File: config.mk
export PLATFORM = sky130hd
export DESIGN_NAME = pad_ctrl_top
export DESIGN_NICKNAME = d
export VERILOG_FILES = /design/src/logic/pad_ctrl_pkg.sv /design/src/logic/pad_ctrl_top.sv /design/src/logic/pad_mux.sv /design/src/logic/pad_regs.sv /design/src/logic/sync_stage.sv
export VERILOG_INCLUDE_DIRS = /design/src /design/src/logic
export SDC_FILE = /design/constraint.sdc
export NUM_CORES = 1
export LEC_CHECK = 0
export BUFFER_PORTS_ARGS = -buffer_cell sky130_fd_sc_hd__buf_2
export CORE_MARGIN = 4
export CORE_UTILIZATION = 44
export DETAILED_ROUTE_END_ITERATION = 12
export GPL_TIMING_DRIVEN = 1
export HOLD_SLACK_MARGIN = 0.1
export PLACE_DENSITY_LB_ADDON = 0.1
export SYNTH_ARGS = -nofsm -noshare
export SYNTH_HDL_FRONTEND = slang
export SYNTH_SLANG_ARGS = --single-unit
File: constraint.sdc
create_clock -name ref_clk_i -period 2.9 [get_ports ref_clk_i]
set_input_delay 0.29 -clock ref_clk_i [delete_from_list [all_inputs] [get_ports ref_clk_i]]
set_output_delay 0.29 -clock ref_clk_i [all_outputs]
set_load 0.03 [all_outputs]
File: src/logic/pad_ctrl_defines.svh
// Pad control sizing macros
// Pad count, per-pad config width, register bus widths
// Register map addresses

`ifndef PAD_CTRL_DEFINES_SVH
`define PAD_CTRL_DEFINES_SVH

`define PAD_CTRL_N_PADS   16
`define PAD_CFG_WIDTH     6

`define REG_ADDR_WIDTH    5
`define REG_DATA_WIDTH    32

// Register map
`define REG_PADMUX        0   // 2 select bits per pad
`define REG_GPIO_OUT      1
`define REG_GPIO_DIR      2
`define REG_GPIO_IN       3   // Read only
`define REG_BOOTSEL       4   // Read only
`define REG_PADCFG_BASE   16  // One word per pad

`endif
File: src/logic/pad_ctrl_pkg.sv
// Pad control package
// Pad select encoding, per-pad vectors and arrays, register bus types

`include "pad_ctrl_defines.svh"

package pad_ctrl_pkg;

  typedef enum logic [1:0] {
    PAD_SEL_FUNC = 2'd0,  // Peripheral function
    PAD_SEL_GPIO = 2'd1,
    PAD_SEL_HIZ  = 2'd2,
    PAD_SEL_RSVD = 2'd3   // Treated as high impedance
  } pad_sel_t;

  typedef logic [`PAD_CTRL_N_PADS-1:0] pad_vec_t;

  typedef pad_sel_t [`PAD_CTRL_N_PADS-1:0] pad_sel_arr_t;

  typedef logic [`PAD_CFG_WIDTH-1:0] pad_cfg_t;

  typedef pad_cfg_t [`PAD_CTRL_N_PADS-1:0] pad_cfg_arr_t;

  typedef logic [1:0] boot_sel_t;

  typedef logic [`REG_ADDR_WIDTH-1:0] reg_addr_t;
  typedef logic [`REG_DATA_WIDTH-1:0] reg_data_t;

endpackage

File: src/logic/pad_ctrl_top.sv
// Pad control top level
// Input synchronizers, register block and pad mux

`include "pad_ctrl_defines.svh"

module pad_ctrl_top import pad_ctrl_pkg::*; (
  input  logic         ref_clk_i,
  input  logic         rst_n_i,

  input  logic         reg_we_i,
  input  reg_addr_t    reg_addr_i,
  input  reg_data_t    reg_wdata_i,
  output reg_data_t    reg_rdata_o,

  input  pad_vec_t     pad_in_i,
  input  boot_sel_t    bootsel_i,
  output pad_vec_t     pad_out_o,
  output pad_vec_t     pad_oe_o,
  output pad_cfg_arr_t pad_cfg_o,

  input  pad_vec_t     func_out_i,
  input  pad_vec_t     func_oe_i,
  output pad_vec_t     func_in_o,

  output boot_sel_t    bootsel_o
);

  pad_vec_t     s_gpio_in;
  pad_vec_t     s_gpio_out;
  pad_vec_t     s_gpio_dir;
  pad_sel_arr_t s_pad_sel;

  sync_stage #(
    .payload_t ( pad_vec_t   )
  ) gpio_sync (
    .ref_clk_i ( ref_clk_i   ),
    .rst_n_i   ( rst_n_i     ),
    .d_i       ( pad_in_i    ),
    .q_o       ( s_gpio_in   )
  );

  sync_stage #(
    .payload_t ( boot_sel_t  )
  ) boot_sync (
    .ref_clk_i ( ref_clk_i   ),
    .rst_n_i   ( rst_n_i     ),
    .d_i       ( bootsel_i   ),
    .q_o       ( bootsel_o   )
  );

  pad_regs pad_regs_i (
    .ref_clk_i   ( ref_clk_i   ),
    .rst_n_i     ( rst_n_i     ),
    .reg_we_i    ( reg_we_i    ),
    .reg_addr_i  ( reg_addr_i  ),
    .reg_wdata_i ( reg_wdata_i ),
    .gpio_in_i   ( s_gpio_in   ),
    .bootsel_i   ( bootsel_o   ),  // Synchronized copy
    .reg_rdata_o ( reg_rdata_o ),
    .pad_sel_o   ( s_pad_sel   ),
    .pad_cfg_o   ( pad_cfg_o   ),
    .gpio_out_o  ( s_gpio_out  ),
    .gpio_dir_o  ( s_gpio_dir  )
  );

  // Raw pad inputs feed the function side directly
  pad_mux pad_mux_i (
    .pad_sel_i  ( s_pad_sel  ),
    .func_out_i ( func_out_i ),
    .func_oe_i  ( func_oe_i  ),
    .gpio_out_i ( s_gpio_out ),
    .gpio_dir_i ( s_gpio_dir ),
    .pad_in_i   ( pad_in_i   ),
    .pad_out_o  ( pad_out_o  ),
    .pad_oe_o   ( pad_oe_o   ),
    .func_in_o  ( func_in_o  )
  );

endmodule

File: src/logic/pad_mux.sv
// Per-pad function multiplexer
// Output value and enable select, gating of function inputs

`include "pad_ctrl_defines.svh"

module pad_mux import pad_ctrl_pkg::*; (
  input  pad_sel_arr_t pad_sel_i,
  input  pad_vec_t     func_out_i,
  input  pad_vec_t     func_oe_i,
  input  pad_vec_t     gpio_out_i,
  input  pad_vec_t     gpio_dir_i,
  input  pad_vec_t     pad_in_i,
  output pad_vec_t     pad_out_o,
  output pad_vec_t     pad_oe_o,
  output pad_vec_t     func_in_o
);

  always_comb begin
    pad_out_o = '0;
    pad_oe_o  = '0;
    func_in_o = '0;
    for (int i = 0; i < `PAD_CTRL_N_PADS; i++) begin
      case (pad_sel_i[i])
        PAD_SEL_FUNC: begin
          pad_out_o[i] = func_out_i[i];
          pad_oe_o[i]  = func_oe_i[i];
          func_in_o[i] = pad_in_i[i];  // Peripheral only sees its own pads
        end
        PAD_SEL_GPIO: begin
          pad_out_o[i] = gpio_out_i[i];
          pad_oe_o[i]  = gpio_dir_i[i];  // Dir 1 means output
        end
        default: begin
          // High impedance, out and enable stay low
          pad_out_o[i] = 1'b0;
          pad_oe_o[i]  = 1'b0;
        end
      endcase
    end
  end

endmodule

File: src/logic/pad_regs.sv
// Pad control register block
// Pad mux, per-pad config, GPIO out and direction registers
// Registered read-back including GPIO inputs and boot select

`include "pad_ctrl_defines.svh"

module pad_regs import pad_ctrl_pkg::*; (
  input  logic         ref_clk_i,
  input  logic         rst_n_i,
  input  logic         reg_we_i,
  input  reg_addr_t    reg_addr_i,
  input  reg_data_t    reg_wdata_i,
  input  pad_vec_t     gpio_in_i,
  input  boot_sel_t    bootsel_i,
  output reg_data_t    reg_rdata_o,
  output pad_sel_arr_t pad_sel_o,
  output pad_cfg_arr_t pad_cfg_o,
  output pad_vec_t     gpio_out_o,
  output pad_vec_t     gpio_dir_o
);

  pad_sel_arr_t pad_sel_q, pad_sel_d;
  pad_cfg_arr_t pad_cfg_q, pad_cfg_d;
  pad_vec_t     gpio_out_q, gpio_out_d;
  pad_vec_t     gpio_dir_q, gpio_dir_d;
  reg_data_t    rdata_q, rdata_d;

  logic         cfg_hit;
  reg_addr_t    cfg_off;
  logic [$clog2(`PAD_CTRL_N_PADS)-1:0] cfg_idx;

  // Config window decode
  assign cfg_hit = (int'(reg_addr_i) >= `REG_PADCFG_BASE) &&
                   (int'(reg_addr_i) < `REG_PADCFG_BASE + `PAD_CTRL_N_PADS);
  assign cfg_off = reg_addr_i - reg_addr_t'(`REG_PADCFG_BASE);
  assign cfg_idx = cfg_off[$clog2(`PAD_CTRL_N_PADS)-1:0];

  // Next state after this cycle's write
  always_comb begin
    pad_sel_d  = pad_sel_q;
    pad_cfg_d  = pad_cfg_q;
    gpio_out_d = gpio_out_q;
    gpio_dir_d = gpio_dir_q;
    if (reg_we_i) begin
      if (cfg_hit) begin
        pad_cfg_d[cfg_idx] = pad_cfg_t'(reg_wdata_i);  // Upper bits dropped
      end else begin
        case (reg_addr_i)
          reg_addr_t'(`REG_PADMUX): begin
            for (int i = 0; i < `PAD_CTRL_N_PADS; i++) begin
              pad_sel_d[i] = pad_sel_t'(reg_wdata_i[2*i +: 2]);
            end
          end
          reg_addr_t'(`REG_GPIO_OUT): gpio_out_d = pad_vec_t'(reg_wdata_i);
          reg_addr_t'(`REG_GPIO_DIR): gpio_dir_d = pad_vec_t'(reg_wdata_i);
          default: ;  // Read-only and unmapped
        endcase
      end
    end
  end

  // Read-back sees the write of the same edge
  always_comb begin
    rdata_d = '0;
    if (cfg_hit) begin
      rdata_d = reg_data_t'(pad_cfg_d[cfg_idx]);
    end else begin
      case (reg_addr_i)
        reg_addr_t'(`REG_PADMUX):   rdata_d = reg_data_t'(pad_sel_d);
        reg_addr_t'(`REG_GPIO_OUT): rdata_d = reg_data_t'(gpio_out_d);
        reg_addr_t'(`REG_GPIO_DIR): rdata_d = reg_data_t'(gpio_dir_d);
        reg_addr_t'(`REG_GPIO_IN):  rdata_d = reg_data_t'(gpio_in_i);
        reg_addr_t'(`REG_BOOTSEL):  rdata_d = reg_data_t'(bootsel_i);
        default:                    rdata_d = '0;
      endcase
    end
  end

  always_ff @(posedge ref_clk_i) begin
    if (!rst_n_i) begin
      for (int i = 0; i < `PAD_CTRL_N_PADS; i++) begin
        pad_sel_q[i] <= PAD_SEL_HIZ;  // All pads float out of reset
      end
      pad_cfg_q  <= '0;
      gpio_out_q <= '0;
      gpio_dir_q <= '0;
      rdata_q    <= '0;
    end else begin
      pad_sel_q  <= pad_sel_d;
      pad_cfg_q  <= pad_cfg_d;
      gpio_out_q <= gpio_out_d;
      gpio_dir_q <= gpio_dir_d;
      rdata_q    <= rdata_d;
    end
  end

  assign reg_rdata_o = rdata_q;
  assign pad_sel_o   = pad_sel_q;
  assign pad_cfg_o   = pad_cfg_q;
  assign gpio_out_o  = gpio_out_q;
  assign gpio_dir_o  = gpio_dir_q;

endmodule

File: src/logic/sync_stage.sv
// Two-flop input synchronizer, generic payload type

`include "pad_ctrl_defines.svh"

module sync_stage import pad_ctrl_pkg::*; #(
  parameter type payload_t = pad_vec_t
) (
  input  logic     ref_clk_i,
  input  logic     rst_n_i,
  input  payload_t d_i,
  output payload_t q_o
);

  payload_t meta_q;  // First stage, may go metastable
  payload_t sync_q;

  always_ff @(posedge ref_clk_i) begin
    if (!rst_n_i) begin
      meta_q <= '0;
      sync_q <= '0;
    end else begin
      meta_q <= d_i;
      sync_q <= meta_q;
    end
  end

  assign q_o = sync_q;

endmodule

Word-level counts from Yosys, hierarchy flattened
Cells that the tools add are included.

Flip-flop bits (word level): 228. Input port bits: 90. Output and inout bits: 178. Logic and storage cells: 150.

Add/sub/neg operators: 1. $lt $le $gt $ge: 3. Equal/unequal tests: 20. Muxes and demuxes: 66. Bitwise gates (word level): 1. Reduce and logical (&&, ||, !) cells: 19.

Operators by type and width (number): 96-bit 2-to-1 mux (2); 32-bit one-hot mux with 5 select lines (1); 96-bit bitwise mux (1); 16-bit 2-to-1 mux (6); 32-bit 2-to-1 mux (3); 1-bit one-hot mux with 2 select lines (32); 2-bit by 1-bit equality test with 1-bit output, second input constant (16); 2-bit logical NOT (16); 6-bit binary-select mux with 4-bit select (1); 6-bit demux with 4-bit select (1); 6-bit 2-to-1 mux (3); 1-bit 2-to-1 mux (16); 5-bit by 2-bit equality test with 1-bit output, second input constant (2); 5-bit by 1-bit equality test with 1-bit output, second input constant (1); 5-bit by 3-bit equality test with 1-bit output, second input constant (1); 5-bit greater-or-equal comparator, second input constant (1); 5-bit logical NOT (1); 4-bit by 5-bit < comparator with 1-bit output, second input constant (1); 4-bit by 1-bit greater-or-equal comparator with 1-bit output, second input constant (1); 4-bit by 1-bit subtractor with 4-bit output, second input constant (1); 2-bit OR reduction (1); 1-bit logical AND (1); 1-bit NOT (1).

Longest topological paths before layout
Word-level depth: 11. Mapped depth: 8. Mapped depth without buffers: 5.

Cells and area by module
From an unflattened synthesis, not the netlist that was laid out.

Cells, all modules: 1105. Area total of the unflattened synthesis: 9967.1 µm².

By module, submodules not included: pad_regs (instances 1, cells an instance 950, area each 8405.6 µm², seq. area each 3843.7 µm²); sync_stage (gpio_sync) (instances 1, cells an instance 67, area each 895.9 µm², seq. area each 640.6 µm²); pad_mux (instances 1, cells an instance 80, area each 560.5 µm², seq. area each 0.0 µm²); sync_stage (boot_sync) (instances 1, cells an instance 8, area each 105.1 µm², seq. area each 80.1 µm²).

Least setup slack after synthesis
OpenSTA, ideal clock, no wires.

Path type: input -> register. Start point: in reg_addr_i[4]. End point: reg pad_regs_i.rdata_q[24], in the netlist pad_regs_i.reg_rdata_o[24]. Library setup time: 126 ps. Data arrival time: 1677 ps. Data required time: 2774 ps. Setup slack: 1097 ps. Stages on the path: 6. Buffers on the path: 2. Cells stage by stage: or4b_1 buf_2 nor3_4 buf_6 mux2i_1 nor2_1.

Word-level cells in the longest chain between the ends: 5. Elaborated cells on any way between the ends: 11. Classes of those cells: 1 x order compare; 4 x eq/ne; 4 x mux; 2 x reduce/logical.

Ends and longest elaborated chain: start: declaration (line pad_ctrl_top.sv:11) `input reg_addr_t reg_addr_i,`; branches (longest 5 deep; another with 5-bit greater-or-equal comparator); end signal: assignment (line pad_regs.sv:93) `rdata_q <= rdata_d;`; end: declaration (line pad_regs.sv:26) `reg_data_t rdata_q, rdata_d;`.

Parallel ways; which one is timed is not known. A chain may end at the register's enable or synchronous reset.

Final worst setup path
Start point: in reg_addr_i[0]. End point: reg pad_regs_i.rdata_q[3], in the netlist pad_regs_i.reg_rdata_o[3].

Word-level cells in the longest chain between the ends: 11. Elaborated cells on any way between the ends: 28. Classes of those cells: 1 x add/sub; 3 x order compare; 4 x eq/ne; 18 x mux; 2 x reduce/logical.

Ends and longest elaborated chain: 4-bit by 1-bit subtractor with 4-bit output (line pad_regs.sv:35) `` assign cfg_off = reg_addr_i - reg_addr_t'(`REG_PADCFG_BASE); ``; 4-bit by 5-bit < comparator with 1-bit output (implied by the code) or 4-bit by 1-bit greater-or-equal comparator with 1-bit output (tied branches) (line pad_regs.sv:46) `pad_cfg_d[cfg_idx] = pad_cfg_t'(reg_wdata_i);`; 1-bit logical AND (implied by the code) (line pad_regs.sv:46); 6-bit 2-to-1 mux (implied by the code) (line pad_regs.sv:46); 6-bit demux with 4-bit select; 96-bit bitwise mux (line pad_regs.sv:46); 96-bit 2-to-1 mux (line pad_regs.sv:45) `if (cfg_hit) begin`; 96-bit 2-to-1 mux (line pad_regs.sv:44) `if (reg_we_i) begin`; 6-bit binary-select mux with 4-bit select (line pad_regs.sv:66) `rdata_d = reg_data_t'(pad_cfg_d[cfg_idx]);`; 6-bit 2-to-1 mux (implied by the code) (line pad_regs.sv:66); 6-bit 2-to-1 mux * (line pad_regs.sv:65) `if (cfg_hit) begin`.

Every way passes the cells marked *; elsewhere a longest branch is shown, timed or not. The select of a mux whose other input is x is not followed.

==> impl_metrics.ini <==
[sta]
worst_pin_slew_ps = 798
finalCriticalPeriod_ps = 1960
fin_setup_tns_ps = 0
rsz0062_at_grt = no
timing_max_transition_violations_final = 0
setup_viol = 0
finalHoldViolCount = 0
maxClockFrequency_ghz = 0.509
final.setup_skew_ps = 9.02
layout_worst_path_cycle_share = 0.677
max_slew_margin = 0.466

[routing]
detail_route.vias_per_cell = 5.48
drcViolationCount = 0
post_drt_wl_per_cell_um = 20.2
drt_first_iter_violations = 550
route.final.wire_length_mm = 34.0
vias = 9247
detail_route.first_pass.iterations = 6
drt.antenna.violating_nets = 0

[synthesis]
synth_cell_types = 51
post_syn_nets = 1191
ys_seq_elements = 228
synth_enable_flop_cells = 0
asyncSetResetFlopFracSynth = 0
register_area_share_after_synthesis = 0.454
synth.yosys.warnings = 0
dominantRegCellSynth = sky130_fd_sc_hd__dfxtp_1
synth_area_um2 = 10100
synthCells = 1101
synth.avg_cell_area_um2 = 9.13

[finish]
final_layout_size_suffix_gt1_frac = 0.266
final_layout_net_count = 1472
finalInstanceArea_um2 = 13000
insertedDiodeCount = 0
most-common-layout-cells = 266 x sky130_fd_sc_hd__buf_2, 228 x sky130_fd_sc_hd__dfxtp_1, 190 x sky130_fd_sc_hd__nand2_1
area_growth_pct = 28.9
layout_commonest_cell = sky130_fd_sc_hd__buf_2

[worst_setup_path]
cp_required_ps = 3280
worstPathMaxFanout = 20
crit_path_start = reg_addr_i[0]
worst_ep_arrival_time_ps = 2350
critPathKind = input port to flop
timing.critical_path.to_type = flop
timing.critical_path.from_type = input port
timing.rr.start = pad_regs_i.pad_cfg_o[27]

[min_path]
hold_start = rst_n_i
hold_class = input port to flop

[global_routing]
grt_pass1_wl_mm = 53.0
grt_start_max_net_pins = 98
global_route.usage.total = 0.257
initial_antenna_violation_count = 3
globalRouteOverflowTotal = 0
via_count_of_the_first_global_routing_pass = 9148

[clock_tree]
clock_tree.buffer_depth = 3
cts_setup_buffers = 0
post_cts_resize_count = 0
clk-insertion-delay-late_ps = 520
cts_root_buf = sky130_fd_sc_hd__clkbuf_16
cts_hold_buf = 44
tritoncts = done
worst_setup_hold_path_clk_slew_ps = 60
cts_htree_levels = 1
tritoncts_num_sinks = 228
number_of_buffers_added_by_the_clock_tree_synthesis_step = 25

[floorplan]
core_region_area_um2 = 22600
design.portCount = 268
start_util = 0.445
chipWidth_um = 159
floorplan.die.height_um = 159
design.die.area_um2 = 25300
rows = 55

[placement]
portBuffers = 267
postPlaceCellArea_um2 = 11600
hpwlAfterDp_mm = 23.5
gp_congestion = 0.877

[power]
powerDensity_nw_per_um2 = 557
power_leakage_nw = 5.38
vdd.ir_drop.worst_v = 0.000420

[status]
outcome = finished clean

[run]
maximum_capacitance_violations = 0
-- synth_stat cells, types with 3 or more instances --
library cell | instances | area, µm²
sky130_fd_sc_hd__o22ai_1 | 10 | 62.6
sky130_fd_sc_hd__mux2_2 | 10 | 113
sky130_fd_sc_hd__nor3_1 | 4 | 20.0
sky130_fd_sc_hd__a21boi_0 | 96 | 721
sky130_fd_sc_hd__mux4_2 | 14 | 315
sky130_fd_sc_hd__and3_1 | 5 | 31.3
sky130_fd_sc_hd__o21a_1 | 13 | 97.6
sky130_fd_sc_hd__a21oi_1 | 6 | 30.0
sky130_fd_sc_hd__nor2b_1 | 54 | 338
sky130_fd_sc_hd__mux2i_1 | 88 | 881
sky130_fd_sc_hd__o21ai_0 | 58 | 290
sky130_fd_sc_hd__and2_1 | 37 | 231
sky130_fd_sc_hd__clkbuf_1 | 59 | 221
sky130_fd_sc_hd__a211oi_1 | 10 | 75.1
sky130_fd_sc_hd__nor4_1 | 4 | 25.0
sky130_fd_sc_hd__dfxtp_1 | 228 | 4560
sky130_fd_sc_hd__buf_2 | 13 | 65.1
sky130_fd_sc_hd__nand2b_1 | 5 | 31.3
sky130_fd_sc_hd__nand2_1 | 190 | 713
sky130_fd_sc_hd__a2111oi_0 | 3 | 26.3
sky130_fd_sc_hd__buf_4 | 9 | 67.6
sky130_fd_sc_hd__a22oi_1 | 14 | 105
sky130_fd_sc_hd__nand3_1 | 30 | 150
sky130_fd_sc_hd__nor2_1 | 78 | 293
sky130_fd_sc_hd__nor3b_1 | 18 | 135
sky130_fd_sc_hd__a21boi_2 | 4 | 45.0
sky130_fd_sc_hd__a222oi_1 | 13 | 130
-- worst paths after layout --
check                                            endpoint  slack (ps)  cells past startpoint
worst min register to register          gpio_sync.q_o[11]         430                      1
worst max-delay path            pad_regs_i.reg_rdata_o[3]         940                      6
worst max register to register  pad_regs_i.reg_rdata_o[3]        1200                      4
worst min-delay path              pad_regs_i.pad_sel_o[7]         190                      2
-- flip-flops by register name (all words and copies together) (netlist names) --
register / cells
pad_regs_i.pad_sel_o: 32
pad_regs_i.gpio_out_o: 16
boot_sync.q_o: 2
pad_regs_i.reg_rdata_o: 32
pad_regs_i.gpio_dir_o: 16
boot_sync.meta_q: 2
gpio_sync.q_o: 16
gpio_sync.meta_q: 16
pad_regs_i.pad_cfg_o: 96
-- critical path, cell delays in order --
cell and delay, ps:
sky130_fd_sc_hd__buf_2 410, sky130_fd_sc_hd__buf_4 350, sky130_fd_sc_hd__mux4_2 550, sky130_fd_sc_hd__and3_1 220, sky130_fd_sc_hd__nor3_1 380, sky130_fd_sc_hd__o22ai_1 140
-- per-stage QoR --
step	worst slack, ps	util	hold WS, ps	power (mW)	instances
6_report	936	0.574	194	7.21	1686
5_1_grt	821	0.574	203	7.44	1686
4_1_cts	954	0.574	174	7.27	1686
3_5_place_dp	410	0.515	419	3.78	1596
3_3_place_gp	411	0.515	415	3.78	1596
2_1_floorplan	1100	-	412	3.58	1101
-- layout make-up --
cell class                 instances  area, µm²
tap                              285        357
clock buffer                      33        666
multi-input combinational        787       5110
sequential                       228       4560
fill                            2060       9620
clock inverter                    13        228
timing repair buffer             339       2030
inverter                           1       3.75
-- metal layers --
| metal | track usage | up-vias | part of all wire |
|---|---|---|---|
| met5 | 0 | - | 0.0011 |
| met4 | 0.0746 | 6 | 0.028 |
| met3 | 0.0484 | 62 | 0.068 |
| met2 | 0.436 | 362 | 0.47 |
| met1 | 0.336 | 4434 | 0.43 |
| li1 | - | 4383 | - |
-- kinds of logic after synthesis --
family,share of synthesized area
flip-flops,0.454
AND/OR/NAND/NOR,0.211
AO/OA/AOI/OAI,0.166
multiplexers,0.130
buffers and inverters,0.0386
-- report_power, final --
group | leakage, nW | internal [mW] | switching [mW] | total (mW)
Clock | 0.429 | 2.16 | 1.29 | 3.45
Sequential | 1.85 | 3.18 | 0.0302 | 3.21
Combinational | 3.10 | 0.227 | 0.329 | 0.556
Total | 5.38 | 5.56 | 1.65 | 7.21
Power figures use the tool's default switching activity.
